**src/verilog/raster_geom_pkg.sv**
```systemverilog
package raster_geom_pkg;

	typedef logic [31:0] word_t;

	// Whole pixels, signed
	typedef logic signed [15:0] coord_t;

	// Packed with y on top so a vertex reads as {y, x} in a stream word
	typedef struct packed {
		coord_t y;
		coord_t x;
	} vertex_t;

	typedef struct packed {
		vertex_t a;
		vertex_t b;
		vertex_t c;
	} tri_vtx_t;

	// Origin is tile aligned, spans count tiles minus one
	typedef struct packed {
		coord_t      min_x;
		coord_t      min_y;
		logic [15:0] span_x;
		logic [15:0] span_y;
	} bbox_t;

	typedef logic signed [31:0] edge_val_t;

	typedef struct packed {
		edge_val_t step_x;
		edge_val_t step_y;
		edge_val_t origin;
	} edge_t;

	typedef edge_t [2:0] edge_set_t;

	typedef logic [1:0] edge_idx_t;

	localparam edge_idx_t EDGE_AB = 2'd0;
	localparam edge_idx_t EDGE_BC = 2'd1;
	localparam edge_idx_t EDGE_CA = 2'd2;

endpackage

```
**src/verilog/raster_tile_pkg.sv**
```systemverilog
package raster_tile_pkg;

	localparam int TILE_BITS_DEFAULT = 2;

	// Bit row * side + column, small tiles leave the upper bits clear
	typedef logic [15:0] tile_mask_t;

	typedef enum logic [1:0] {
		COV_ID,
		COV_POS,
		COV_MASK
	} cov_kind_t;

	function automatic int tile_side(int bits);
		return 1 << bits;
	endfunction

	function automatic logic [31:0] pos_word(logic [15:0] x, logic [15:0] y);
		return {y, x};
	endfunction

	function automatic logic [31:0] mask_word(tile_mask_t mask);
		return {16'd0, mask};
	endfunction

endpackage

```
**src/verilog/raster_ifs.sv**
```systemverilog


interface tile_if;

	import raster_geom_pkg::*;

	logic      valid;
	logic      ready;
	word_t     id;
	vertex_t   pos;
	// Edge values at the tile origin, per-pixel steps alongside
	edge_set_t corner;
	// Edges that hold for the whole tile and need no per-pixel test
	logic [2:0] steps;

	modport src (output valid, id, pos, corner, steps, input ready);
	modport dst (input valid, id, pos, corner, steps, output ready);

endinterface

```
**src/verilog/raster_fine.sv**
```systemverilog
module raster_fine #(
	parameter int TILE_BITS = raster_tile_pkg::TILE_BITS_DEFAULT
) (
	input  logic                   clk,
	input  logic                   rst_n,
	tile_if.dst                    tiles,
	output logic                   cov_tvalid,
	output raster_geom_pkg::word_t cov_tdata,
	output logic                   cov_tlast,
	input  logic                   cov_tready
);

	import raster_geom_pkg::*;
	import raster_tile_pkg::*;

	localparam int SIDE = tile_side(TILE_BITS);

	typedef enum logic [1:0] {
		F_IDLE,
		F_EVAL,
		F_SEND
	} state_t;

	state_t state;
	cov_kind_t kind;
	word_t id;
	vertex_t pos;
	edge_set_t corner;
	logic [2:0] full;
	tile_mask_t mask, mask_now;

	assign tiles.ready = state == F_IDLE;
	assign cov_tvalid = state == F_SEND;
	assign cov_tlast = cov_tvalid & (kind == COV_MASK);

	always_comb begin
		unique case (kind)
			COV_POS: cov_tdata = pos_word(pos.x, pos.y);
			COV_MASK: cov_tdata = mask_word(mask);
			default: cov_tdata = id;
		endcase
	end

	// Every pixel of the tile against all three edges at once
	always_comb begin
		edge_val_t val;
		logic hit;
		mask_now = '0;
		for (int r = 0; r < SIDE; r++) begin
			for (int c = 0; c < SIDE; c++) begin
				hit = 1'b1;
				for (int e = 0; e < 3; e++) begin
					val = corner[e].origin + edge_val_t'(c) * corner[e].step_x
						+ edge_val_t'(r) * corner[e].step_y;
					hit = hit & (full[e] | ~val[31]);
				end
				mask_now[r * SIDE + c] = hit;
			end
		end
	end

	always_ff @(posedge clk or negedge rst_n) begin
		if (!rst_n) begin
			state <= F_IDLE;
			kind <= COV_ID;
		end else begin
			unique case (state)
				F_IDLE:
					if (tiles.valid)
						state <= F_EVAL;
				F_EVAL: begin
					kind <= COV_ID;
					state <= (mask_now != '0) ? F_SEND : F_IDLE;
				end
				default:
					if (cov_tready) begin
						unique case (kind)
							COV_ID: kind <= COV_POS;
							COV_POS: kind <= COV_MASK;
							default: state <= F_IDLE;
						endcase
					end
			endcase
		end
	end

	always_ff @(posedge clk) begin
		if (tiles.valid && tiles.ready) begin
			id <= tiles.id;
			pos <= tiles.pos;
			corner <= tiles.corner;
			full <= tiles.steps;
		end
		if (state == F_EVAL)
			mask <= mask_now;
	end

endmodule

```
**src/flat_wrapper.sv**
```systemverilog
// flat-port wrapper written by rule: the top's interface ports become plain ports
module raster_fine_flat import raster_geom_pkg::*; import raster_tile_pkg::*;
#(
	parameter int TILE_BITS = raster_tile_pkg::TILE_BITS_DEFAULT
)
  (clk, rst_n, cov_tvalid, cov_tdata, cov_tlast, cov_tready, tiles_valid, tiles_id, tiles_pos, tiles_corner, tiles_steps, tiles_ready);
  tile_if tiles_i ();
  input  logic clk;
  input  logic rst_n;
  output logic cov_tvalid;
  output raster_geom_pkg::word_t cov_tdata;
  output logic cov_tlast;
  input  logic cov_tready;
  input wire logic [$bits(tiles_i.valid)-1:0] tiles_valid;
  input wire logic [$bits(tiles_i.id)-1:0] tiles_id;
  input wire logic [$bits(tiles_i.pos)-1:0] tiles_pos;
  input wire logic [$bits(tiles_i.corner)-1:0] tiles_corner;
  input wire logic [$bits(tiles_i.steps)-1:0] tiles_steps;
  output wire logic [$bits(tiles_i.ready)-1:0] tiles_ready;
  assign tiles_i.valid = tiles_valid;
  assign tiles_i.id = tiles_id;
  assign tiles_i.pos = tiles_pos;
  assign tiles_i.corner = tiles_corner;
  assign tiles_i.steps = tiles_steps;
  assign tiles_ready = tiles_i.ready;
  raster_fine #(.TILE_BITS(TILE_BITS)) u_core (.clk(clk), .rst_n(rst_n), .tiles(tiles_i), .cov_tvalid(cov_tvalid), .cov_tdata(cov_tdata), .cov_tlast(cov_tlast), .cov_tready(cov_tready));
endmodule
```
**config.mk**
```make
export PLATFORM = sky130hd
export DESIGN_NAME = raster_fine_flat
export DESIGN_NICKNAME = d
export VERILOG_FILES = /design/src/verilog/raster_geom_pkg.sv /design/src/verilog/raster_tile_pkg.sv /design/src/verilog/raster_ifs.sv /design/src/verilog/raster_fine.sv /design/src/flat_wrapper.sv
export SDC_FILE = /design/constraint.sdc
export NUM_CORES = 2
export LEC_CHECK = 0
export ABC_AREA = 0
export BUFFER_PORTS_ARGS = -buffer_cell sky130_fd_sc_hd__buf_4
export CAP_MARGIN = 25
export CORE_ASPECT_RATIO = 0.75
export CORE_MARGIN = 2
export CORE_UTILIZATION = 65
export CTS_BUF_LIST = sky130_fd_sc_hd__clkbuf_8 sky130_fd_sc_hd__clkbuf_16
export DETAILED_ROUTE_END_ITERATION = 8
export GPL_TIMING_DRIVEN = 1
export PLACE_DENSITY_LB_ADDON = 0.05
export SYNTH_ARGS = -nofsm -noshare
export SYNTH_HDL_FRONTEND = slang
export SYNTH_SLANG_ARGS = --single-unit
export TNS_END_PERCENT = 100
```
**constraint.sdc**
```tcl
create_clock -name clk -period 22.9 [get_ports clk]
set_input_delay 1.145 -clock clk [delete_from_list [all_inputs] [get_ports clk]]
set_output_delay 1.145 -clock clk [all_outputs]
set_load 0.005 [all_outputs]
```
==> After elaboration in Yosys (flattened, before gate mapping) <==
Index checks and enable logic that the tools add are counted.
{ "totals": {"input_bits": 359, "elab_cells": 222, "regBits": 375} }
{ "classes": {"n_addsub": 45, "eq_ne": 6, "n_reduce_logical": 10, "mux": 9, "bitwise_logic": 130, "mul": 6} }
{ "ops": {"columns": ["operator", "n"], "rows": [
  ["adder 32 bit", 45],
  ["multiplier 3 x 32 -> 32 bit, first input constant", 6],
  ["one-hot mux 32 bit (2 select lines)", 1],
  ["inverter 1 bit", 49],
  ["bitwise OR 1 bit", 48],
  ["AND 1 bit", 33],
  ["nonzero test 16 bit", 1],
  ["one-hot mux 2 bit (2 select lines)", 3],
  ["2-to-1 mux 2 bit", 5],
  ["AND reduction 3 bit", 2],
  ["nonzero test 3 bit", 2],
  ["equality test 2 x 1 -> 1 bit, second input constant", 2],
  ["equality test 2 bit, second input constant", 2],
  ["zero test 2 bit", 2],
  ["inequality test 3 x 1 -> 1 bit, second input constant", 1],
  ["inequality test 2 bit, second input constant", 1],
  ["nonzero test 2 bit", 1],
  ["OR reduction 2 bit", 1],
  ["logical AND 1 bit", 1]
]} }

==> Logic depth before layout (Yosys ltp) <==
{ "logic_depth": {"depth_word": 10, "ltp_mapped": 37} }

==> Worst setup path before layout <==
No wires, ideal clock.
{ "synth_timing": {"kind": "input to register", "from": "in tiles_valid", "to": "reg u_core.corner[0] in the netlist's numbering (enable)", "required_time_ns": 22.137, "arrival_ns": 9.154, "path_buffers": 0, "setup_time_ns": 0.763, "stages": 1, "setup_slack_ns": 12.983, "path_cell_list": "and2_1"} }
{ "synth_via": {"elab_chain_cells": 1} }
{ "synth_lines": {"columns": ["item", "line", "text"], "rows": [
  ["start: declaration", "flat_wrapper.sv:14", "input wire logic [$bits(tiles_i.valid)-1:0] tiles_valid;"],
  ["logical AND 1 bit", "raster_fine.sv:88", "if (tiles.valid && tiles.ready) begin"],
  ["end signal: assignment", "raster_fine.sv:91", "corner <= tiles.corner;"],
  ["end: declaration", "raster_fine.sv:28", "edge_set_t corner;"]
]} }
Every way passes these cells.
A chain may end at the register's enable or synchronous reset.

==> Final worst setup path <==
{ "layout_timing": {"from": "reg u_core.corner[33] in the netlist's numbering", "to": "reg u_core.state[1]"} }
{ "layout_via": {"elab_chain_cells": 9, "elab_cells_between_ends": 64, "cone_classes": "12 x add/sub; 1 x mul; 2 x mux; 48 x bitwise; 1 x reduce/logical"} }
{ "layout_lines": {"columns": ["item", "line", "text"], "rows": [
  ["multiplier 3 x 32 -> 32 bit", "raster_fine.sv:54", "+ edge_val_t'(r) * corner[e].step_y;"],
  ["adder 32 bit", "raster_fine.sv:54", null],
  ["inverter 1 bit", "raster_fine.sv:55", "hit = hit & (full[e] | ~val[31]);"],
  ["bitwise OR 1 bit", "raster_fine.sv:55", null],
  ["AND 1 bit (2 in series)", "raster_fine.sv:55", null],
  ["nonzero test 16 bit *", "raster_fine.sv:73", "state <= (mask_now != '0) ? F_SEND : F_IDLE;"],
  ["2-to-1 mux 2 bit *", "raster_fine.sv:73", null],
  ["one-hot mux 2 bit (2 select lines) *", "raster_fine.sv:67", "unique case (state)"],
  ["end signal: assignment", "raster_fine.sv:73", null],
  ["end: declaration", "raster_fine.sv:24", "state_t state;"]
]} }
Mark *: on every way between the ends. The rest lies on a longest branch, timed or not.

==> metrics.yaml <==
yosys:
  yosys.area.top_type: "ha_1"
  yosysSeqAreaShare_pct: 20.0
  synthTopCellsByArea: "ha_1, edfxtp_1, a21oi_1"
  synth_ff_type: "edfxtp_1"
  netlist.area_leader.share_pct: 35.9
  syn-num-nets: 7996
  synthArstFlopShare_pct: 1.07
  yosys_warnings: 0
  synth_cell_type_count: 82
  postSynthCellCount: 5924
  synth-seq-cells: 375
  synth_edf_count: 371
  avgSynthCellArea_sq_um: 9.51
  synth_area_sq_um: 56300
final_layout:
  layout_common_cells: "ha_1, a21oi_1, inv_1"
  final_common_cell: "ha_1"
  drive_gt1_share_pct: 8.86
  area_growth_pct: 10.6
  finalNetCount: 8439
clocking:
  hold_buffers: 0
  htree_num_levels: 2
  cts.reportedPaths.clkPinSlew_ps: 60
  post_cts_resized: 0
  post-cts-setup-buffers: 0
  insertion_delay_ps: 630
  cts.sinks: 375
  cts_made_buffers: 42
  cts_buffer_depth: 3
  cts_tree: "done"
  ctsRootBufferMaster: "clkbuf_16"
flow_run:
  cap_violations: 0
routing:
  vias: 48800
  avgViaCountPerCell: 6.47
  wl_um: 169000
  drtPass1Iterations: 8
  wl_per_cell_um: 22.4
  drtIter0Drc: 5108
  drc: 0
  ant_nets: 0
die:
  ios: 394
  die_y_um: 259
  die_width_um: 344
  dieArea_sq_um: 89000
  num_rows: 93
  start_util_pct: 65.6
  coreArea_sq_um: 85900
global_routing:
  grt_pass1_vias: 46800
  grt_max_degree: 70
  grt_use_total_pct: 37.4
  grt_pass1_wl_um: 261000
  grt_overflow: 0
  antenna_found_initial: 4
sta:
  setup_viol: 0
  max-slew-margin-rel_pct: 17.6
  drv_slew: 0
  skew_ps: 27.6
  hold_viol: 0
  worst_pin_slew_ps: 1230
  fin_setup_tns_ps: 0
  fin_crit_sh_pct: 35.5
  min_period_ps: 8140
  grt_setup_unrepaired: "false"
  fmax_mhz: 123
setup_path:
  path_class: "flop to flop"
  critPathTopFamily: "compound AO/OA/AOI/OAI gates"
  worstPathRequired_ps: 23420
  cp-end-kind: "flop"
  cp_max_fo: 10
  cp.arrival_ps: 8660
  cp-start-kind: "flop"
  crit_slowest_cell: "a2111oi_0"
  cp-startpoint: "u_core.corner[33]"
  path_buf_inv: 1
  crit_top_cell: "o21ai_0"
  regToRegSetupSlack_ps: 14760
  crit-reg2reg-launch: "u_core.corner[33]"
  max_stage_delay_ps: 800
place:
  hpwl_um: 141000
  port_buffers: 393
  place.gp.congestion: 1.01
hold_path:
  hold_path.class: "input pin to asynchronous set/reset pin"
run_status:
  status: "finished, final reports clean"
==> synthesized netlist by cell type, types with 30 or more instances <==
cell type	count
nor2_1	276
ha_1	1614
nand3_1	58
a21oi_1	561
o211ai_1	31
nand2_1	177
o21a_1	65
xor2_1	98
nand4_1	148
a211oi_1	43
edfxtp_1	371
o21ai_0	309
nor3_1	49
nand2b_1	112
fa_1	99
o21bai_1	74
nor2b_1	147
a21o_1	361
inv_1	530
a31oi_1	30
and3_1	31
o31ai_1	30
xnor2_1	305
a31o_2	42
==> metal layers <==
metal / track usage, % / up-vias / wire [um]
met2: 52.6 / 2217 / 66400
li1: - / 23200 / -
met3: 8.58 / 212 / 19700
met1: 57.6 / 23200 / 79500
met4: 8.03 / 2 / 3680
met5: 0 / - / 13
==> logic make-up after synthesis <==
kind of cell / share of synthesized area [%]
flops: 20.0
compound gates: 20.4
mux: 0.0178
fa+ha+maj: 39.4
buf+inv: 3.74
xor+xnor: 6.46
simple gates: 10.0
==> sequential cells by signal, summed over array words and instances, names as in the netlist <==
register	flops
u_core.pos	32
u_core.kind	2
u_core.mask	16
u_core.full	3
u_core.state	2
u_core.corner	288
u_core.id	32
==> layout make-up <==
cell class | instances | area [sq um]
clock inverters | 35 | 383
diodes | 3 | 7.51
inverters | 530 | 1990
well taps | 1140 | 1430
flip-flops and latches | 375 | 11200
fillers | 6667 | 23600
repair buffers | 430 | 3220
multi-input cells | 4988 | 43000
clock buffers | 43 | 1060
==> metrics by stage <==
step / setup WS, ps / utilization [%] / instances / instance area, sq um / hold WS [ps]
finish: 14760 / 72.5 / 7544 / 62300 / 302
global route: 14130 / 72.5 / 7542 / 62300 / 286
CTS: 14930 / 72.5 / 7539 / 62300 / 281
detailed placement: 14940 / 70.8 / 7461 / 60800 / 552
global placement: 15190 / 70.8 / 7460 / 60800 / 540
floorplan: 12980 / - / 5924 / 56300 / 501
==> path summary, 6_finish.rpt <==
kind / to / cells after the start
max: u_core.state[1] / 32
min: u_core.kind[0] / 1
max reg2reg: u_core.state[1] / 32
min reg2reg: u_core.kind[1] / 1
max in group asynchronous: u_core.state[1] / 1
min in group clk: u_core.kind[1] / 1
Power is left out: the tool's default activity adds up to more than one toggle a clock period on the data nets, which glitch-free logic cannot reach.
