==> src/verilog/raster_geom_pkg.sv <==
package raster_geom_pkg;

	typedef logic [31:0] word_t;

	// Whole pixels, signed
	typedef logic signed [15:0] coord_t;

	// Packed with y on top so a vertex reads as {y, x} in a stream word
	typedef struct packed {
		coord_t y;
		coord_t x;
	} vertex_t;

	typedef struct packed {
		vertex_t a;
		vertex_t b;
		vertex_t c;
	} tri_vtx_t;

	// Origin is tile aligned, spans count tiles minus one
	typedef struct packed {
		coord_t      min_x;
		coord_t      min_y;
		logic [15:0] span_x;
		logic [15:0] span_y;
	} bbox_t;

	typedef logic signed [31:0] edge_val_t;

	typedef struct packed {
		edge_val_t step_x;
		edge_val_t step_y;
		edge_val_t origin;
	} edge_t;

	typedef edge_t [2:0] edge_set_t;

	typedef logic [1:0] edge_idx_t;

	localparam edge_idx_t EDGE_AB = 2'd0;
	localparam edge_idx_t EDGE_BC = 2'd1;
	localparam edge_idx_t EDGE_CA = 2'd2;

endpackage

==> src/verilog/raster_ifs.sv <==
interface tri_setup_if;

	import raster_geom_pkg::*;

	logic     valid;
	logic     ready;
	word_t    id;
	tri_vtx_t vtx;
	bbox_t    bbox;

	modport src (output valid, id, vtx, bbox, input ready);
	modport dst (input valid, id, vtx, bbox, output ready);

endinterface


==> src/verilog/raster_bounds.sv <==
module raster_bounds #(
	parameter int TILE_BITS = 2
) (
	input  logic                   clk,
	input  logic                   rst_n,
	input  logic                   geom_tvalid,
	input  raster_geom_pkg::word_t geom_tdata,
	input  logic                   geom_tlast,
	output logic                   geom_tready,
	tri_setup_if.src               setup
);

	import raster_geom_pkg::*;

	typedef enum logic [1:0] {
		IN_ID,
		IN_X,
		IN_Y
	} in_state_t;

	in_state_t in_state;
	logic [1:0] vtx_sel;
	logic geom_hs, tri_done, complete, launch, s1_valid;
	word_t id_in, s1_id;
	coord_t in_x [3];
	coord_t in_y [3];
	tri_vtx_t s1_vtx;
	// Bit 0 is a < b, bit 1 is a < c, bit 2 is b < c
	logic [2:0] lt_x, lt_y;
	coord_t min_x, max_x, min_y, max_y;

	function automatic coord_t lowest(coord_t a, coord_t b, coord_t c, logic [2:0] lt);
		if (lt[0])
			return lt[1] ? a : c;
		return lt[2] ? b : c;
	endfunction

	function automatic coord_t highest(coord_t a, coord_t b, coord_t c, logic [2:0] lt);
		if (lt[0])
			return lt[2] ? c : b;
		return lt[1] ? c : a;
	endfunction

	assign geom_hs = geom_tvalid & geom_tready;
	assign tri_done = geom_hs & (in_state == IN_Y) & (vtx_sel == 2'd2);
	// The pipeline only starts when the output slot is free by the time it lands
	assign launch = complete & ~s1_valid & (~setup.valid | setup.ready);
	assign geom_tready = ~complete | launch;

	assign min_x = lowest(s1_vtx.a.x, s1_vtx.b.x, s1_vtx.c.x, lt_x);
	assign max_x = highest(s1_vtx.a.x, s1_vtx.b.x, s1_vtx.c.x, lt_x);
	assign min_y = lowest(s1_vtx.a.y, s1_vtx.b.y, s1_vtx.c.y, lt_y);
	assign max_y = highest(s1_vtx.a.y, s1_vtx.b.y, s1_vtx.c.y, lt_y);

	always_ff @(posedge clk or negedge rst_n) begin
		if (!rst_n) begin
			in_state <= IN_ID;
			vtx_sel <= 2'd0;
			complete <= 1'b0;
			s1_valid <= 1'b0;
			setup.valid <= 1'b0;
		end else begin
			if (geom_hs) begin
				unique case (in_state)
					IN_ID: in_state <= IN_X;
					default: begin
						vtx_sel <= (vtx_sel == 2'd2) ? 2'd0 : vtx_sel + 2'd1;
						if (vtx_sel == 2'd2)
							in_state <= (in_state == IN_X) ? IN_Y : IN_ID;
					end
				endcase
			end
			complete <= (complete & ~launch) | tri_done;
			s1_valid <= launch;
			if (s1_valid)
				setup.valid <= 1'b1;
			else if (setup.ready)
				setup.valid <= 1'b0;
		end
	end

	always_ff @(posedge clk) begin
		if (geom_hs && in_state == IN_ID)
			id_in <= geom_tdata;
		if (geom_hs && in_state == IN_X)
			in_x[vtx_sel] <= coord_t'(geom_tdata[15:0]);
		if (geom_hs && in_state == IN_Y)
			in_y[vtx_sel] <= coord_t'(geom_tdata[15:0]);

		if (launch) begin
			s1_id <= id_in;
			s1_vtx <= '{a: '{y: in_y[0], x: in_x[0]},
			            b: '{y: in_y[1], x: in_x[1]},
			            c: '{y: in_y[2], x: in_x[2]}};
			lt_x <= {in_x[1] < in_x[2], in_x[0] < in_x[2], in_x[0] < in_x[1]};
			lt_y <= {in_y[1] < in_y[2], in_y[0] < in_y[2], in_y[0] < in_y[1]};
		end

		if (s1_valid) begin
			setup.id <= s1_id;
			setup.vtx <= s1_vtx;
			setup.bbox.min_x <= coord_t'((min_x >>> TILE_BITS) <<< TILE_BITS);
			setup.bbox.min_y <= coord_t'((min_y >>> TILE_BITS) <<< TILE_BITS);
			setup.bbox.span_x <= 16'((max_x >>> TILE_BITS) - (min_x >>> TILE_BITS));
			setup.bbox.span_y <= 16'((max_y >>> TILE_BITS) - (min_y >>> TILE_BITS));
		end
	end

	// tlast comes with the seventh word and only there
	a_tlast_on_last_word: assert property (@(posedge clk) disable iff (!rst_n)
		geom_hs |-> geom_tlast == (in_state == IN_Y && vtx_sel == 2'd2));

endmodule

==> src/flat_wrapper.sv <==
// flat-port wrapper written by rule: the top's interface ports become plain ports
module raster_bounds_flat import raster_geom_pkg::*;
#(
	parameter int TILE_BITS = 2
)
  (clk, rst_n, geom_tvalid, geom_tdata, geom_tlast, geom_tready, setup_valid, setup_id, setup_vtx, setup_bbox, setup_ready);
  tri_setup_if setup_i ();
  input  logic clk;
  input  logic rst_n;
  input  logic geom_tvalid;
  input  raster_geom_pkg::word_t geom_tdata;
  input  logic geom_tlast;
  output logic geom_tready;
  output wire logic [$bits(setup_i.valid)-1:0] setup_valid;
  output wire logic [$bits(setup_i.id)-1:0] setup_id;
  output wire logic [$bits(setup_i.vtx)-1:0] setup_vtx;
  output wire logic [$bits(setup_i.bbox)-1:0] setup_bbox;
  input wire logic [$bits(setup_i.ready)-1:0] setup_ready;
  assign setup_valid = setup_i.valid;
  assign setup_id = setup_i.id;
  assign setup_vtx = setup_i.vtx;
  assign setup_bbox = setup_i.bbox;
  assign setup_i.ready = setup_ready;
  raster_bounds #(.TILE_BITS(TILE_BITS)) u_core (.clk(clk), .rst_n(rst_n), .geom_tvalid(geom_tvalid), .geom_tdata(geom_tdata), .geom_tlast(geom_tlast), .geom_tready(geom_tready), .setup(setup_i));
endmodule
==> config.mk <==
export PLATFORM = sky130hd
export DESIGN_NAME = raster_bounds_flat
export DESIGN_NICKNAME = d
export VERILOG_FILES = /design/src/verilog/raster_geom_pkg.sv /design/src/verilog/raster_ifs.sv /design/src/verilog/raster_bounds.sv /design/src/flat_wrapper.sv
export SDC_FILE = /design/constraint.sdc
export NUM_CORES = 1
export LEC_CHECK = 0
export BUFFER_PORTS_ARGS = -buffer_cell sky130_fd_sc_hd__buf_2
export CORE_MARGIN = 2
export CORE_UTILIZATION = 45
export DETAILED_ROUTE_END_ITERATION = 12
export HOLD_SLACK_MARGIN = 0.06
export PLACE_DENSITY = 0.6
export SETUP_SLACK_MARGIN = 0.15
export SLEW_MARGIN = 20
export SYNTH_ARGS = -nofsm -noshare
export SYNTH_HDL_FRONTEND = slang
export SYNTH_SLANG_ARGS = --single-unit
==> constraint.sdc <==
create_clock -name clk -period 11.1 [get_ports clk]
set_input_delay 2.22 -clock clk [delete_from_list [all_inputs] [get_ports clk]]
set_output_delay 2.22 -clock clk [all_outputs]
set_load 0.02 [all_outputs]
# [Word-level counts from Yosys, hierarchy flattened]
# Memory sizes are Yosys's and may differ from the RTL's.
# Cells that the tools add are included.
# Widths: inputs -> output; s select.
[totals] ramBits=96 wordCells=90 reg_bits=361 out_inout_bits=194 memories=2
[memory_table] memory="u_core.in_x" depth=3 word_bits=16 read_ports=3 rd_clocked_by_memory_dff=0 wr=1 line="raster_bounds.sv:25" rtl="coord_t in_x [3];"
[memory_table] memory="u_core.in_y" depth=3 word_bits=16 read_ports=3 rd_clocked_by_memory_dff=0 wr=1 line="raster_bounds.sv:26" rtl="coord_t in_y [3];"
[classes] muxes=28 bitwise=14 n_addsub=3 n_eq_ne=3 n_lt_le_gt_ge=6 n_reduce_logical=8
[op_table] op="$mux 16" n=16
[op_table] op="$lt 16x16->1" n=6
[op_table] op="$sub 14x14->15" n=2
[op_table] op="$mux 1" n=8
[op_table] op="$mux 2" n=4
[op_table] op="$and 1x1->1" n=6
[op_table] op="$not 1->1" n=5
[op_table] op="$eq 2x2->1 const B" n=2
[op_table] op="$reduce_and 2->1" n=2
[op_table] op="$reduce_bool 2->1" n=2
[op_table] op="$logic_and 1x1->1" n=3
[op_table] op="$or 1x1->1" n=3
[op_table] op="$add 2x1->2 const B" n=1
[op_table] op="$eq 2x1->1 const B" n=1
[op_table] op="$logic_not 2->1" n=1

# [Longest topological paths before layout]
[depth] depth_word=8 depth_mapped=12 ltp_nobuf=11

# [Worst setup path after synthesis]
# OpenSTA, ideal clock, no wires.
[synth_path] kind="reg-to-reg" startpoint="reg u_core.s1_valid" endpoint="reg u_core.s1_valid" required_ns=10.386 setup_time_ns=0.714 period_less_slack_ns=9.853 stages_incl_launch_ff=3 t_arrival_ns=9.139 slack_ns=1.247 cell_sequence="dfrtp_1 > or2_2 > nor2_1"
[synth_via] elab_chain_len=3
[synth_lines] item="start, declared" line="raster_bounds.sv:23" rtl="logic geom_hs, tri_done, complete, launch, s1_valid;"
[synth_lines] item="start signal, assigned" line="raster_bounds.sv:74" rtl="s1_valid <= launch;"
[synth_lines] item="$not 1->1" line="raster_bounds.sv:47" rtl="assign launch = complete & ~s1_valid & (~setup.valid | setup.ready);"
[synth_lines] item="$and 1x1->1 (2 in a row)" line="raster_bounds.sv:47"
[synth_lines] item="net u_core.launch" line="raster_bounds.sv:23"
# The timed path passes the listed nets, and every way through them passes these cells.
# A chain may end at the register's enable or synchronous reset.

# [Worst setup path after layout]
[layout_path] startpoint="in setup_ready" endpoint="out geom_tready"
[layout_via] elab_chain_len=3
[layout_lines] item="start, declared" line="flat_wrapper.sv:18" rtl="input wire logic [$bits(setup_i.ready)-1:0] setup_ready;"
[layout_lines] item="$or 1x1->1" line="raster_bounds.sv:47"
[layout_lines] item="$and 1x1->1" line="raster_bounds.sv:47"
[layout_lines] item="$or 1x1->1" line="raster_bounds.sv:48" rtl="assign geom_tready = ~complete | launch;"
[layout_lines] item="end, declared" line="flat_wrapper.sv:13" rtl="output logic geom_tready;"
# No other way between the ends.

==> flow_summary.yaml <==
placement:
  gp_congestion: 0.833
  dp_worst_setup_slack_ns: 6.09
  placement.io_buffers: 225
  dp_hpwl_um: 29600
  dp.cells: 1994
global_routing:
  grt_pass1_vias: 10700
  gr-total-overflow: 0
  grt_first_pass_wirelength_um: 62800
  antenna_found_initial: 2
  grtUsageTotal_pct: 18.9
  grt_max_degree: 74
sta:
  worst_slew_pin_slew_ns: 1.02
  rsz0062_at_grt: "false"
  layout_setup_ws_ns: 6.09
  clock_skew_ns: 0.0116
  fin_tns_setup_ns: 0
  min_period_ns: 5.01
  setup_viol: 0
  slew_violations: 0
  fmax_mhz: 200
  fin_hold_ws_ns: 0.417
  timing.slew.headroom_pct: 31.9
  hold_viol: 0
  finalCritPeriodShare_pct: 45.1
run_status:
  outcome: "complete, no violations"
floorplan:
  die-area_sq_um: 44300
  core_area_sq_um: 42000
  rows: 75
  die_h_um: 211
  chipWidth_um: 211
  ios: 231
  start_util_pct: 45.6
routing:
  wl_per_cell_um: 20.1
  dr_wl_met2_um: 17600
  highest_layer: "met5"
  vias_per_cell: 5.25
  drtIter0Drc: 729
  dr.pass1.iters: 4
  drc: 0
  met1Wirelength_um: 20200
  wl_um: 41800
  dr_wl_met3_um: 2860
  num_vias: 10900
  ant_nets: 0
worst_setup_path:
  arrival_ns: 2.79
  critPathKind: "in -> out"
  required_ns: 8.88
  start_kind: "input pin"
  critPathMaxFanout: 3
  endpoint_kind: "output port"
cts:
  htreeDepth: 2
  cts_root_buf: "clkbuf_16"
  cts_tree: "built"
  cts_resized: 0
  clock_sinks: 455
  cts_setup_buffers: 0
  cts_buffers: 47
  ctsHoldBuffers: 0
  cts_buffer_depth: 3
  worstSkewPairLatency_ns: 0.57
  cts.clk_slew.worst_paths_ns: 0.06
pwr:
  power.internal_uw: 3080
  p_sw_uw: 934
  pwr-share-seq_pct: 51.7
  swShare_pct: 23.3
  p_leak_uw: 0.00869
  pwr_density_cell_nw_per_um2: 178
  pwr-share-clk_pct: 39.3
  finalPower_uw: 4020
  pwr-share-comb_pct: 9.0
  peakVddDrop_uv: 166
layout:
  fillCellCount: 3483
  fin_nets: 1661
  area_growth_pct: 17.6
  instances_no_fill: 2082
  drive_gt1_share_pct: 22.9
min_path:
  hp-class: "reg -> reg"
synthesis:
  synthDistinctLibCells: 59
  synthesis.area_sq_um: 19200
  synth-async-reset-ratio_pct: 1.54
  synth_top_cell_area_share_pct: 70.1
  yosysTopAreaCell: "edfxtp_1"
  yosysSeqAreaShare_pct: 71.0
  synth_commonest_cells: "448 x edfxtp_1, 118 x ha_1, 97 x inv_1, 79 x a21oi_1, 62 x nand2_1"
  ys.flop_type: "edfxtp_1"
  ys_ff_latch: 455
  synth_warnings: 0
  synth_edf_count: 448
  yosysMostFrequentCell: "edfxtp_1"
  syn_inst: 1244
  syn_avg_cell_area_sq_um: 15.4
  synthTopCellsByArea: "edfxtp_1 70%, ha_1 7.7%, mux2i_1 3.2%"
run:
  max-cap-violations: 0
[power groups by stage]
stage / combinational (uW) / sequential, uW / clock, uW
finish: 360 / 2080 / 1580
global route: 405 / 2090 / 1690
CTS: 364 / 2080 / 1620
detailed placement: 362 / 2110 / 0
global placement: 352 / 2110 / 0
floorplan: 222 / 2120 / 0
[critical path, stage by stage]
cell     delay, ns
buf_2         0.08
nor2b_1       0.04
o21ai_1       0.23
buf_2         0.22
[sequential cells by signal, summed over array words and instances (netlist names), 3 cells and up]
signal             count
u_core.s1_vtx         96
u_core.setup.vtx      96
u_core.setup.bbox     58
u_core.in_x           48
u_core.in_y           48
u_core.id_in          32
u_core.s1_id          32
u_core.setup.id       32
u_core.lt_x            3
u_core.lt_y            3
[path summary, 6_finish.rpt]
| path | from | to | slack, ns | cells past startpoint |
|---|---|---|---|---|
| min | u_core.s1_id[17] | u_core.setup.id[17] | 0.42 | 0 |
| min in group asynchronous | rst_n | u_core.setup.valid | 1.48 | 1 |
| min reg2reg | u_core.s1_id[17] | u_core.setup.id[17] | 0.42 | 0 |
| max in group asynchronous | rst_n | u_core.s1_valid | 9.42 | 1 |
| max | setup_ready | geom_tready | 6.09 | 4 |
| max reg2reg | u_core.lt_y[2] | u_core.setup.bbox[11] | 7.38 | 8 |
[cells in the final DEF (no fill, tap or decap), types with 8 or more instances in the layout]
master     instances
nor2b_1           36
a21o_1            16
a21oi_1           79
ha_1             118
xnor2_1           13
o21ai_0           54
nor3_1            10
mux2i_1           61
nand4_1            9
mux2_2            29
edfxtp_1         448
inv_1             97
buf_2            225
nor2_1            38
clkbuf_16         48
a211oi_1          36
buf_4             17
nand2_1           62
nand3_1            8
clkbuf_1          11
nand2b_1          15
[layer usage]
metal | vias to the layer above | track usage [%]
li1 | 5228 | -
met1 | 5327 | 27.9
met2 | 314 | 27.0
met3 | 65 | 4.92
met4 | 2 | 6.82
met5 | - | 0
[kinds of logic (layout without fill, tap and decap cells)]
family	Yosys count	after routing	synth area share (%)
and+or+nand+nor	199	199	5.14
xor gates and xnor gates	18	18	0.822
DFF	455	455	71.0
other	1	5	0.0195
muxes	90	90	4.88
adders and majority gates	120	120	7.90
buffers and inverters	131	426	2.73
AOI/OAI and AO/OA	230	230	7.48
[through the flow]
stage	util, %	area, sq um
floorplan	-	19200
finish	53.7	22600
CTS	53.7	22600
detailed placement	49.9	21000
global route	53.7	22600
global placement	49.9	21000
[cell type report]
cell class	instances	area, sq um	area share (%)
antenna	1	2.50	0.0111
clock inverter	24	264	1.17
sequential	455	13600	60.4
inverter	97	364	1.61
multi-input combinational	661	5070	22.5
timing repair buffer	242	1250	5.56
tap	539	674	2.99
clock buffer	63	1300	5.75
(Power assumes the default switching activity.)
