File: src/verilog/raster_geom_pkg.sv
package raster_geom_pkg;

	typedef logic [31:0] word_t;

	// Whole pixels, signed
	typedef logic signed [15:0] coord_t;

	// Packed with y on top so a vertex reads as {y, x} in a stream word
	typedef struct packed {
		coord_t y;
		coord_t x;
	} vertex_t;

	typedef struct packed {
		vertex_t a;
		vertex_t b;
		vertex_t c;
	} tri_vtx_t;

	// Origin is tile aligned, spans count tiles minus one
	typedef struct packed {
		coord_t      min_x;
		coord_t      min_y;
		logic [15:0] span_x;
		logic [15:0] span_y;
	} bbox_t;

	typedef logic signed [31:0] edge_val_t;

	typedef struct packed {
		edge_val_t step_x;
		edge_val_t step_y;
		edge_val_t origin;
	} edge_t;

	typedef edge_t [2:0] edge_set_t;

	typedef logic [1:0] edge_idx_t;

	localparam edge_idx_t EDGE_AB = 2'd0;
	localparam edge_idx_t EDGE_BC = 2'd1;
	localparam edge_idx_t EDGE_CA = 2'd2;

endpackage

File: src/verilog/raster_ifs.sv
interface tri_setup_if;

	import raster_geom_pkg::*;

	logic     valid;
	logic     ready;
	word_t    id;
	tri_vtx_t vtx;
	bbox_t    bbox;

	modport src (output valid, id, vtx, bbox, input ready);
	modport dst (input valid, id, vtx, bbox, output ready);

endinterface

interface edge_setup_if;

	import raster_geom_pkg::*;

	logic      valid;
	logic      ready;
	word_t     id;
	bbox_t     bbox;
	edge_set_t edges;

	modport src (output valid, id, bbox, edges, input ready);
	modport dst (input valid, id, bbox, edges, output ready);

endinterface


File: src/verilog/raster_edges.sv
module raster_edges (
	input  logic      clk,
	input  logic      rst_n,
	tri_setup_if.dst  setup,
	edge_setup_if.src edges
);

	import raster_geom_pkg::*;

	typedef enum logic [1:0] {
		E_IDLE,
		E_CALC,
		E_DONE
	} state_t;

	state_t state;
	edge_idx_t idx;
	tri_vtx_t vtx;
	vertex_t p, q;
	edge_val_t step_x, step_y, origin;

	assign setup.ready = state == E_IDLE;
	assign edges.valid = state == E_DONE;

	always_comb begin
		unique case (idx)
			EDGE_BC: begin
				p = vtx.b;
				q = vtx.c;
			end
			EDGE_CA: begin
				p = vtx.c;
				q = vtx.a;
			end
			default: begin
				p = vtx.a;
				q = vtx.b;
			end
		endcase
	end

	assign step_x = edge_val_t'(p.y) - edge_val_t'(q.y);
	assign step_y = edge_val_t'(q.x) - edge_val_t'(p.x);
	// Edge function evaluated at the box origin
	assign origin = step_x * (edge_val_t'(edges.bbox.min_x) - edge_val_t'(q.x))
		+ step_y * (edge_val_t'(edges.bbox.min_y) - edge_val_t'(q.y));

	always_ff @(posedge clk or negedge rst_n) begin
		if (!rst_n) begin
			state <= E_IDLE;
			idx <= EDGE_AB;
		end else begin
			unique case (state)
				E_IDLE:
					if (setup.valid) begin
						state <= E_CALC;
						idx <= EDGE_AB;
					end
				E_CALC:
					if (idx == EDGE_CA)
						state <= E_DONE;
					else
						idx <= idx + 2'd1;
				default:
					if (edges.ready)
						state <= E_IDLE;
			endcase
		end
	end

	always_ff @(posedge clk) begin
		if (setup.valid && setup.ready) begin
			vtx <= setup.vtx;
			edges.id <= setup.id;
			edges.bbox <= setup.bbox;
		end
		if (state == E_CALC) begin
			edges.edges[idx].step_x <= step_x;
			edges.edges[idx].step_y <= step_y;
			edges.edges[idx].origin <= origin;
		end
	end

endmodule

File: src/flat_wrapper.sv
// flat-port wrapper written by rule: the top's interface ports become plain ports
module raster_edges_flat import raster_geom_pkg::*;
  (clk, rst_n, setup_valid, setup_id, setup_vtx, setup_bbox, setup_ready, edges_valid, edges_id, edges_bbox, edges_edges, edges_ready);
  tri_setup_if setup_i ();
  edge_setup_if edges_i ();
  input  logic clk;
  input  logic rst_n;
  input wire logic [$bits(setup_i.valid)-1:0] setup_valid;
  input wire logic [$bits(setup_i.id)-1:0] setup_id;
  input wire logic [$bits(setup_i.vtx)-1:0] setup_vtx;
  input wire logic [$bits(setup_i.bbox)-1:0] setup_bbox;
  output wire logic [$bits(setup_i.ready)-1:0] setup_ready;
  output wire logic [$bits(edges_i.valid)-1:0] edges_valid;
  output wire logic [$bits(edges_i.id)-1:0] edges_id;
  output wire logic [$bits(edges_i.bbox)-1:0] edges_bbox;
  output wire logic [$bits(edges_i.edges)-1:0] edges_edges;
  input wire logic [$bits(edges_i.ready)-1:0] edges_ready;
  assign setup_i.valid = setup_valid;
  assign setup_i.id = setup_id;
  assign setup_i.vtx = setup_vtx;
  assign setup_i.bbox = setup_bbox;
  assign setup_ready = setup_i.ready;
  assign edges_valid = edges_i.valid;
  assign edges_id = edges_i.id;
  assign edges_bbox = edges_i.bbox;
  assign edges_edges = edges_i.edges;
  assign edges_i.ready = edges_ready;
  raster_edges u_core (.clk(clk), .rst_n(rst_n), .setup(setup_i), .edges(edges_i));
endmodule
File: config.mk
export PLATFORM = sky130hd
export DESIGN_NAME = raster_edges_flat
export DESIGN_NICKNAME = d
export VERILOG_FILES = /design/src/verilog/raster_geom_pkg.sv /design/src/verilog/raster_ifs.sv /design/src/verilog/raster_edges.sv /design/src/flat_wrapper.sv
export SDC_FILE = /design/constraint.sdc
export NUM_CORES = 2
export LEC_CHECK = 0
export BUFFER_PORTS_ARGS = -buffer_cell sky130_fd_sc_hd__buf_2
export CAP_MARGIN = 10
export CORE_ASPECT_RATIO = 0.75
export CORE_MARGIN = 3
export CORE_UTILIZATION = 32
export CTS_CLUSTER_DIAMETER = 40
export DETAILED_ROUTE_END_ITERATION = 10
export PLACE_DENSITY_LB_ADDON = 0.05
export SYNTH_ARGS = -nofsm -noshare
export SYNTH_HDL_FRONTEND = slang
export SYNTH_SLANG_ARGS = --single-unit
File: constraint.sdc
create_clock -name clk -period 31.6 [get_ports clk]
set_input_delay 6.32 -clock clk [delete_from_list [all_inputs] [get_ports clk]]
set_output_delay 6.32 -clock clk [all_outputs]
set_load 0.02 [all_outputs]
======== Yosys cells after proc, flatten, opt, wreduce, memory -nomap -nowiden ========
Cells that the tools add are included.
operators by class
  $add $sub $neg .......................... 6
  multiply operators ...................... 2
  $lt $le $gt $ge ......................... 2
  equality and inequality tests ........... 7
  multiplexer cells ....................... 18
  reduce and logical (&&, ||, !) cells .... 7
operators with widths
  cell                                                        number
  bitwise mux 288 bit                                         3
  demux 96 bit (select 2 bit)                                 3
  one-hot mux 32 bit (2 select lines)                         2
  2-to-1 mux 96 bit                                           1
  subtractor 16 x 16 -> 17 bit                                4
  multiplier 32 x 32 -> 32 bit                                2
  2-to-1 mux 64 bit                                           1
  adder 32 bit                                                1
  2-to-1 mux 32 bit                                           1
  2-to-1 mux 2 bit                                            5
  one-hot mux 2 bit (2 select lines)                          2
  AND reduction 3 bit                                         2
  == test 2 x 1 -> 1 bit, second input constant               2
  == test 2 bit, second input constant                        2
  != test 2 bit, second input constant                        2
  less-than comparator 2 x 3 -> 1 bit, second input constant  1
  nonzero test 3 bit                                          1
  adder 2 x 1 -> 2 bit, second input constant                 1
  >= comparator 2 x 1 -> 1 bit, second input constant         1
  logical AND 1 bit                                           2
  zero test 2 bit                                             1
  != test 2 x 1 -> 1 bit, second input constant               1
  nonzero test 2 bit                                          1
word-level totals
  flip-flop bits (word level) ............. 484
  input bits .............................. 196
  output and inout bits ................... 386
  logic and storage cells ................. 64

======== Longest topological paths before layout ========
  word-level depth ........................ 7
  mapped depth ............................ 52
  gate-level depth less buffers ........... 47

======== Worst setup path after synthesis ========
OpenSTA, ideal clock, no wires.
  path kind ............................... reg-to-reg
  start ................................... register u_core.idx[0]
  end ..................................... register, netlist name u_core.edges.edges[126]
  library setup time ...................... 0.255 ns
  arrival ................................. 11.352 ns
  data required time ...................... 31.345 ns
  path slack .............................. 19.993 ns
  stages on the path, launching flop included .. 50
  path buffers ............................ 6
  period minus slack after synthesis ...... 11.607 ns
  cell sequence ........................... dfrtp_1 > inv_1 > ha_1 > buf_2 > buf_4 > buf_2 > buf_1 > clkbuf_1 > clkbuf_1 > nor2_1 > a21oi_1 > ha_1 > inv_1 > fa_1 > a21o_1 > a21oi_1 > o21bai_1 > a21o_1 > [14 not listed] > fa_1 > fa_1 > inv_1 > fa_1 > inv_1 > ha_1 > a21o_1 > a21o_1 > a21oi_1 > nand2_1 > a21o_1 > a21oi_1 > o21ai_0 > or4_1 > a31o_2 > a21oi_1 > xnor2_1 > and2_1
on the way
  cells in the longest elaborated chain, start to end .. 6
  elaborated cells on any way between the ends .. 21
  those cells by class .................... 5 x add/sub; 2 x mul; 2 x order compare; 2 x eq/ne; 9 x mux; 1 x reduce/logical
ends and longest elaborated chain
  element                                                  RTL line                                source
  start, declared                                          raster_edges.sv:17                      edge_idx_t idx;
  start signal, assigned                                   raster_edges.sv:63                      idx <= idx + 2'd1;
  == test 2 bit or == test 2 x 1 -> 1 bit (tied branches)  raster_edges.sv:26                      unique case (idx)
  one-hot mux 32 bit (2 select lines)                      raster_edges.sv:26
  subtractor 16 x 16 -> 17 bit, on equally long branches   n/a
  multiplier 32 x 32 -> 32 bit, on equally long branches   raster_edges.sv:45, raster_edges.sv:46
  adder 32 bit                                             raster_edges.sv:46                      + step_y * (edge_val_t'(edges.bbox.min_y) - edge_val_t'(q.y));
  bitwise mux 288 bit (*)                                  raster_edges.sv:80                      edges.edges[idx].origin <= origin;
Mark *: on every way between the ends. The rest lies on a longest branch, timed or not.
A chain may end at the register's enable or synchronous reset.

======== Final worst setup path ========
  start ................................... register u_core.idx[0]
  end ..................................... register, netlist name u_core.edges.edges[223]
on the way
  cells in the longest elaborated chain, start to end .. 6
  elaborated cells on any way between the ends .. 21
  those cells by class .................... 5 x add/sub; 2 x mul; 2 x order compare; 2 x eq/ne; 9 x mux; 1 x reduce/logical
ends and longest elaborated chain
  element                                                  RTL line
  == test 2 bit or == test 2 x 1 -> 1 bit (tied branches)  raster_edges.sv:26
  one-hot mux 32 bit (2 select lines)                      raster_edges.sv:26
  subtractor 16 x 16 -> 17 bit, on equally long branches   n/a
  multiplier 32 x 32 -> 32 bit, on equally long branches   raster_edges.sv:45, raster_edges.sv:46
  adder 32 bit                                             raster_edges.sv:46
  bitwise mux 288 bit (*)                                  raster_edges.sv:80
Marks and branches as above.

==> impl_metrics.yaml <==
clock_network:
  cts_made_buffers: 60
  post_cts_resized: 0
  post-cts-setup-buffers: 0
  cts_htree_levels: 2
  clock_tree.root_cell: "sky130_fd_sc_hd__clkbuf_16"
  clock_latency_at_the_later_pin_of_the_worst_skew_pair_ps: 680
  clk_sink_count: 394
  cts_tree: "yes"
  postCtsHoldBufs: 0
  cts.clk_slew.worst_paths_ps: 50
  cts_buffer_depth: 3
job:
  cap_viol_max_count: 0
critical_path:
  worstPathRequired_ps: 32110
  setup.worst_path.start_class: "flop"
  worstSetupPathType: "reg -> reg"
  critPathMostFrequentCell: "sky130_fd_sc_hd__fa_1"
  cpMaxStageDelayCell: "sky130_fd_sc_hd__a211oi_1"
  critical_path.endpoint_type: "flop"
  worst_path_arrival_time_ps: 14430
  timing.critical_path.fanout_max: 59
  rr_startpoint: "u_core.idx[0]"
  timing.rr.end: "u_core.edges.edges[223]"
  worst-r2r-cell-count: 40
  critical_path.max_stage_delay_ps: 710
  reg2reg_slack_ps: 17670
logic_synthesis:
  instance_count_of_the_mapped_netlist: 3638
  postSynth.asyncResetShare: 0.0102
  yosys.cell_count.top_type: "sky130_fd_sc_hd__inv_1"
  synth.lib_cells_used.distinct: 77
  yosys_most_used_dff: "sky130_fd_sc_hd__edfxtp_1"
  synth-seq-cells: 394
  synth.cells.most_frequent: "sky130_fd_sc_hd__inv_1 (711), sky130_fd_sc_hd__fa_1 (630), sky130_fd_sc_hd__nand2_1 (393)"
  total_standard_cell_area_after_synthesis_mm2: 0.0388
  mappedNetlistNets: 4664
  synthDominantCellAreaShare: 0.325
  synth_area_leaders: "sky130_fd_sc_hd__fa_1 (32%), sky130_fd_sc_hd__edfxtp_1 (30%), sky130_fd_sc_hd__inv_1 (6.9%), sky130_fd_sc_hd__ha_1 (6.4%), sky130_fd_sc_hd__nand2_1 (3.8%)"
  cell_type_with_the_highest_aggregate_area_in_the_netlist: "sky130_fd_sc_hd__fa_1"
  synthesis.area_per_instance_um2: 10.7
  synth-edff-count: 390
  synth.yosys.seq_area_share: 0.304
  synth_warnings: 0
placed_design:
  io_buffer_count: 581
  placement.setup.worst_slack_ps: 17670
  globalplace.congestion: 0.891
  place.detailed.hpwl_um: 108000
sta:
  final_min_period_over_clock_period: 0.441
  worst-slew-pin-transition_ps: 1170
  clock.fmax_mhz: 71.8
  finClkSkew_ps: 40.5
  timing.final.hold_violations: 0
  clock_period_minus_worst_slack_ps: 13930
  finalMaxSlewViolations: 0
  unrepaired_setup_endpoints_after_global_routing: "no"
  final_number_of_setup_violating_endpoints: 0
  layout_setup_ws_ps: 17670
  timing.slew.headroom: 0.222
  finalSetupTns_ps: 0
routing:
  antenna_violating_nets_post_route: 0
  post-route-drc-count: 0
  detail_route.first_pass.iterations: 5
  detailedRoute.firstIterationViolations: 2085
  route.vias.total: 27100
  drt-vias-per-instance: 4.67
  routed_wl_um: 133000
  wl_per_instance_um: 22.9
global_routing:
  grt_pass1_vias: 28400
  groute.usage.overall: 0.213
  maximum_number_of_pins_on_one_net_before_global_route_repair: 70
  number_of_antenna_violations_at_the_first_check_in_global_routing: 11
  grt_first_pass_wirelength_um: 196000
  total_grt_overflow: 0
floorplan:
  initial_utilization: 0.326
  fp.dieH_um: 308
  die-area_mm2: 0.126
  floorplan.core_area_mm2: 0.119
  die_w_um: 408
  num_rows: 109
  num_io_pins: 582
hold_path:
  holdCritPathClass: "reg -> reg"
  hp-start: "u_core.idx[0]"
  holdPathEnd: "u_core.idx[0]"
  holdPathStages: 1
layout:
  drive_gt1_frac: 0.195
  fill_cells: 11900
  synthToLayoutAreaGrowth_pct: 17.3
  nets_final: 5163
outcome:
  outcome: "finished, final reports clean"
[worst max-delay path: cells and delay by family (launching register included)]
kind            cells  cell delay (ps)
fa+ha+maj          12             5660
compound gates     13             3580
buf+inv             7             2230
simple gates        6             1420
flops               1              420
xor+xnor            2              380
[metal layers]
layer	GRT usage	part of all wire	vias to the layer above
met5	0	0.000083	-
met2	0.303	0.41	914
met4	0.0398	0.018	2
met3	0.0411	0.071	118
met1	0.335	0.50	13700
li1	-	-	12400
[cell families (layout without fill, tap and decap cells)]
family                     after synthesis  count (layout)  synth area share
xor gates and xnor gates               114             114            0.0257
buffers and inverters                  925            1474            0.0987
and+or+nand+nor                        985             985             0.114
AOI/OAI and AO/OA                      384             384            0.0660
other                                    0               4                 0
adders and majority gates              831             831             0.390
DFF                                    394             394             0.304
muxes                                    5               5           0.00139
[placed cells by master (no fill, tap or decap), types with 12 or more instances in the layout]
cell and count:
sky130_fd_sc_hd__fa_1 630, sky130_fd_sc_hd__a21o_1 39, sky130_fd_sc_hd__nand2_1 393, sky130_fd_sc_hd__xor2_1 21
sky130_fd_sc_hd__ha_1 197, sky130_fd_sc_hd__buf_2 581, sky130_fd_sc_hd__o21a_1 15, sky130_fd_sc_hd__a31oi_1 15
sky130_fd_sc_hd__nand2b_1 19, sky130_fd_sc_hd__nor2_1 289, sky130_fd_sc_hd__inv_1 710, sky130_fd_sc_hd__nor2b_1 40
sky130_fd_sc_hd__a21oi_1 120, sky130_fd_sc_hd__o21ai_0 38, sky130_fd_sc_hd__buf_4 66, sky130_fd_sc_hd__o21bai_1 12
sky130_fd_sc_hd__nor3_1 22, sky130_fd_sc_hd__clkbuf_16 60, sky130_fd_sc_hd__and2_1 136, sky130_fd_sc_hd__xnor2_2 16
sky130_fd_sc_hd__a22oi_1 58, sky130_fd_sc_hd__xnor2_1 62, sky130_fd_sc_hd__edfxtp_1 390, sky130_fd_sc_hd__nand3_1 20
[area by class of cell]
class / count / area (µm²) / area share
multi-input combinational: 2319 / 23500 / 0.517
sequential: 394 / 11800 / 0.259
timing repair buffer: 647 / 3400 / 0.0748
inverter: 715 / 2690 / 0.0590
tap: 1609 / 2010 / 0.0442
clock buffer: 66 / 1520 / 0.0335
clock inverter: 46 / 554 / 0.0122
antenna: 4 / 10.0 / 0.000220
[registers in the layout (all words and copies together) (netlist names)]
name,flops
u_core.edges.bbox,64
u_core.edges.edges,198
u_core.edges.id,32
u_core.idx,2
u_core.state,2
u_core.vtx,96
[how the worst max path moves through the flow]
stage | from | end | cells after the start
finish | u_core.idx[0] | u_core.edges.edges[223] | 40
global route | u_core.idx[0] | u_core.edges.edges[222] | 44
CTS | u_core.idx[0] | u_core.edges.edges[222] | 44
detailed placement | u_core.idx[0] | u_core.edges.edges[222] | 44
global placement | u_core.idx[0] | u_core.edges.edges[126] | 46
floorplan | u_core.idx[0] | u_core.edges.edges[126] | 49
[stage by stage]
step,instances,instance area [µm²],hold slack (ps),utilization
floorplan,3638,38800,509,-
global placement,5684,43400,610,0.365
detailed placement,5684,43400,595,0.365
CTS,5796,45500,614,0.382
global route,5796,45500,639,0.382
finish,5800,45500,608,0.382
Power is not shown: default switching activity piles up to over one toggle a cycle in this logic, so the estimate is an artifact.
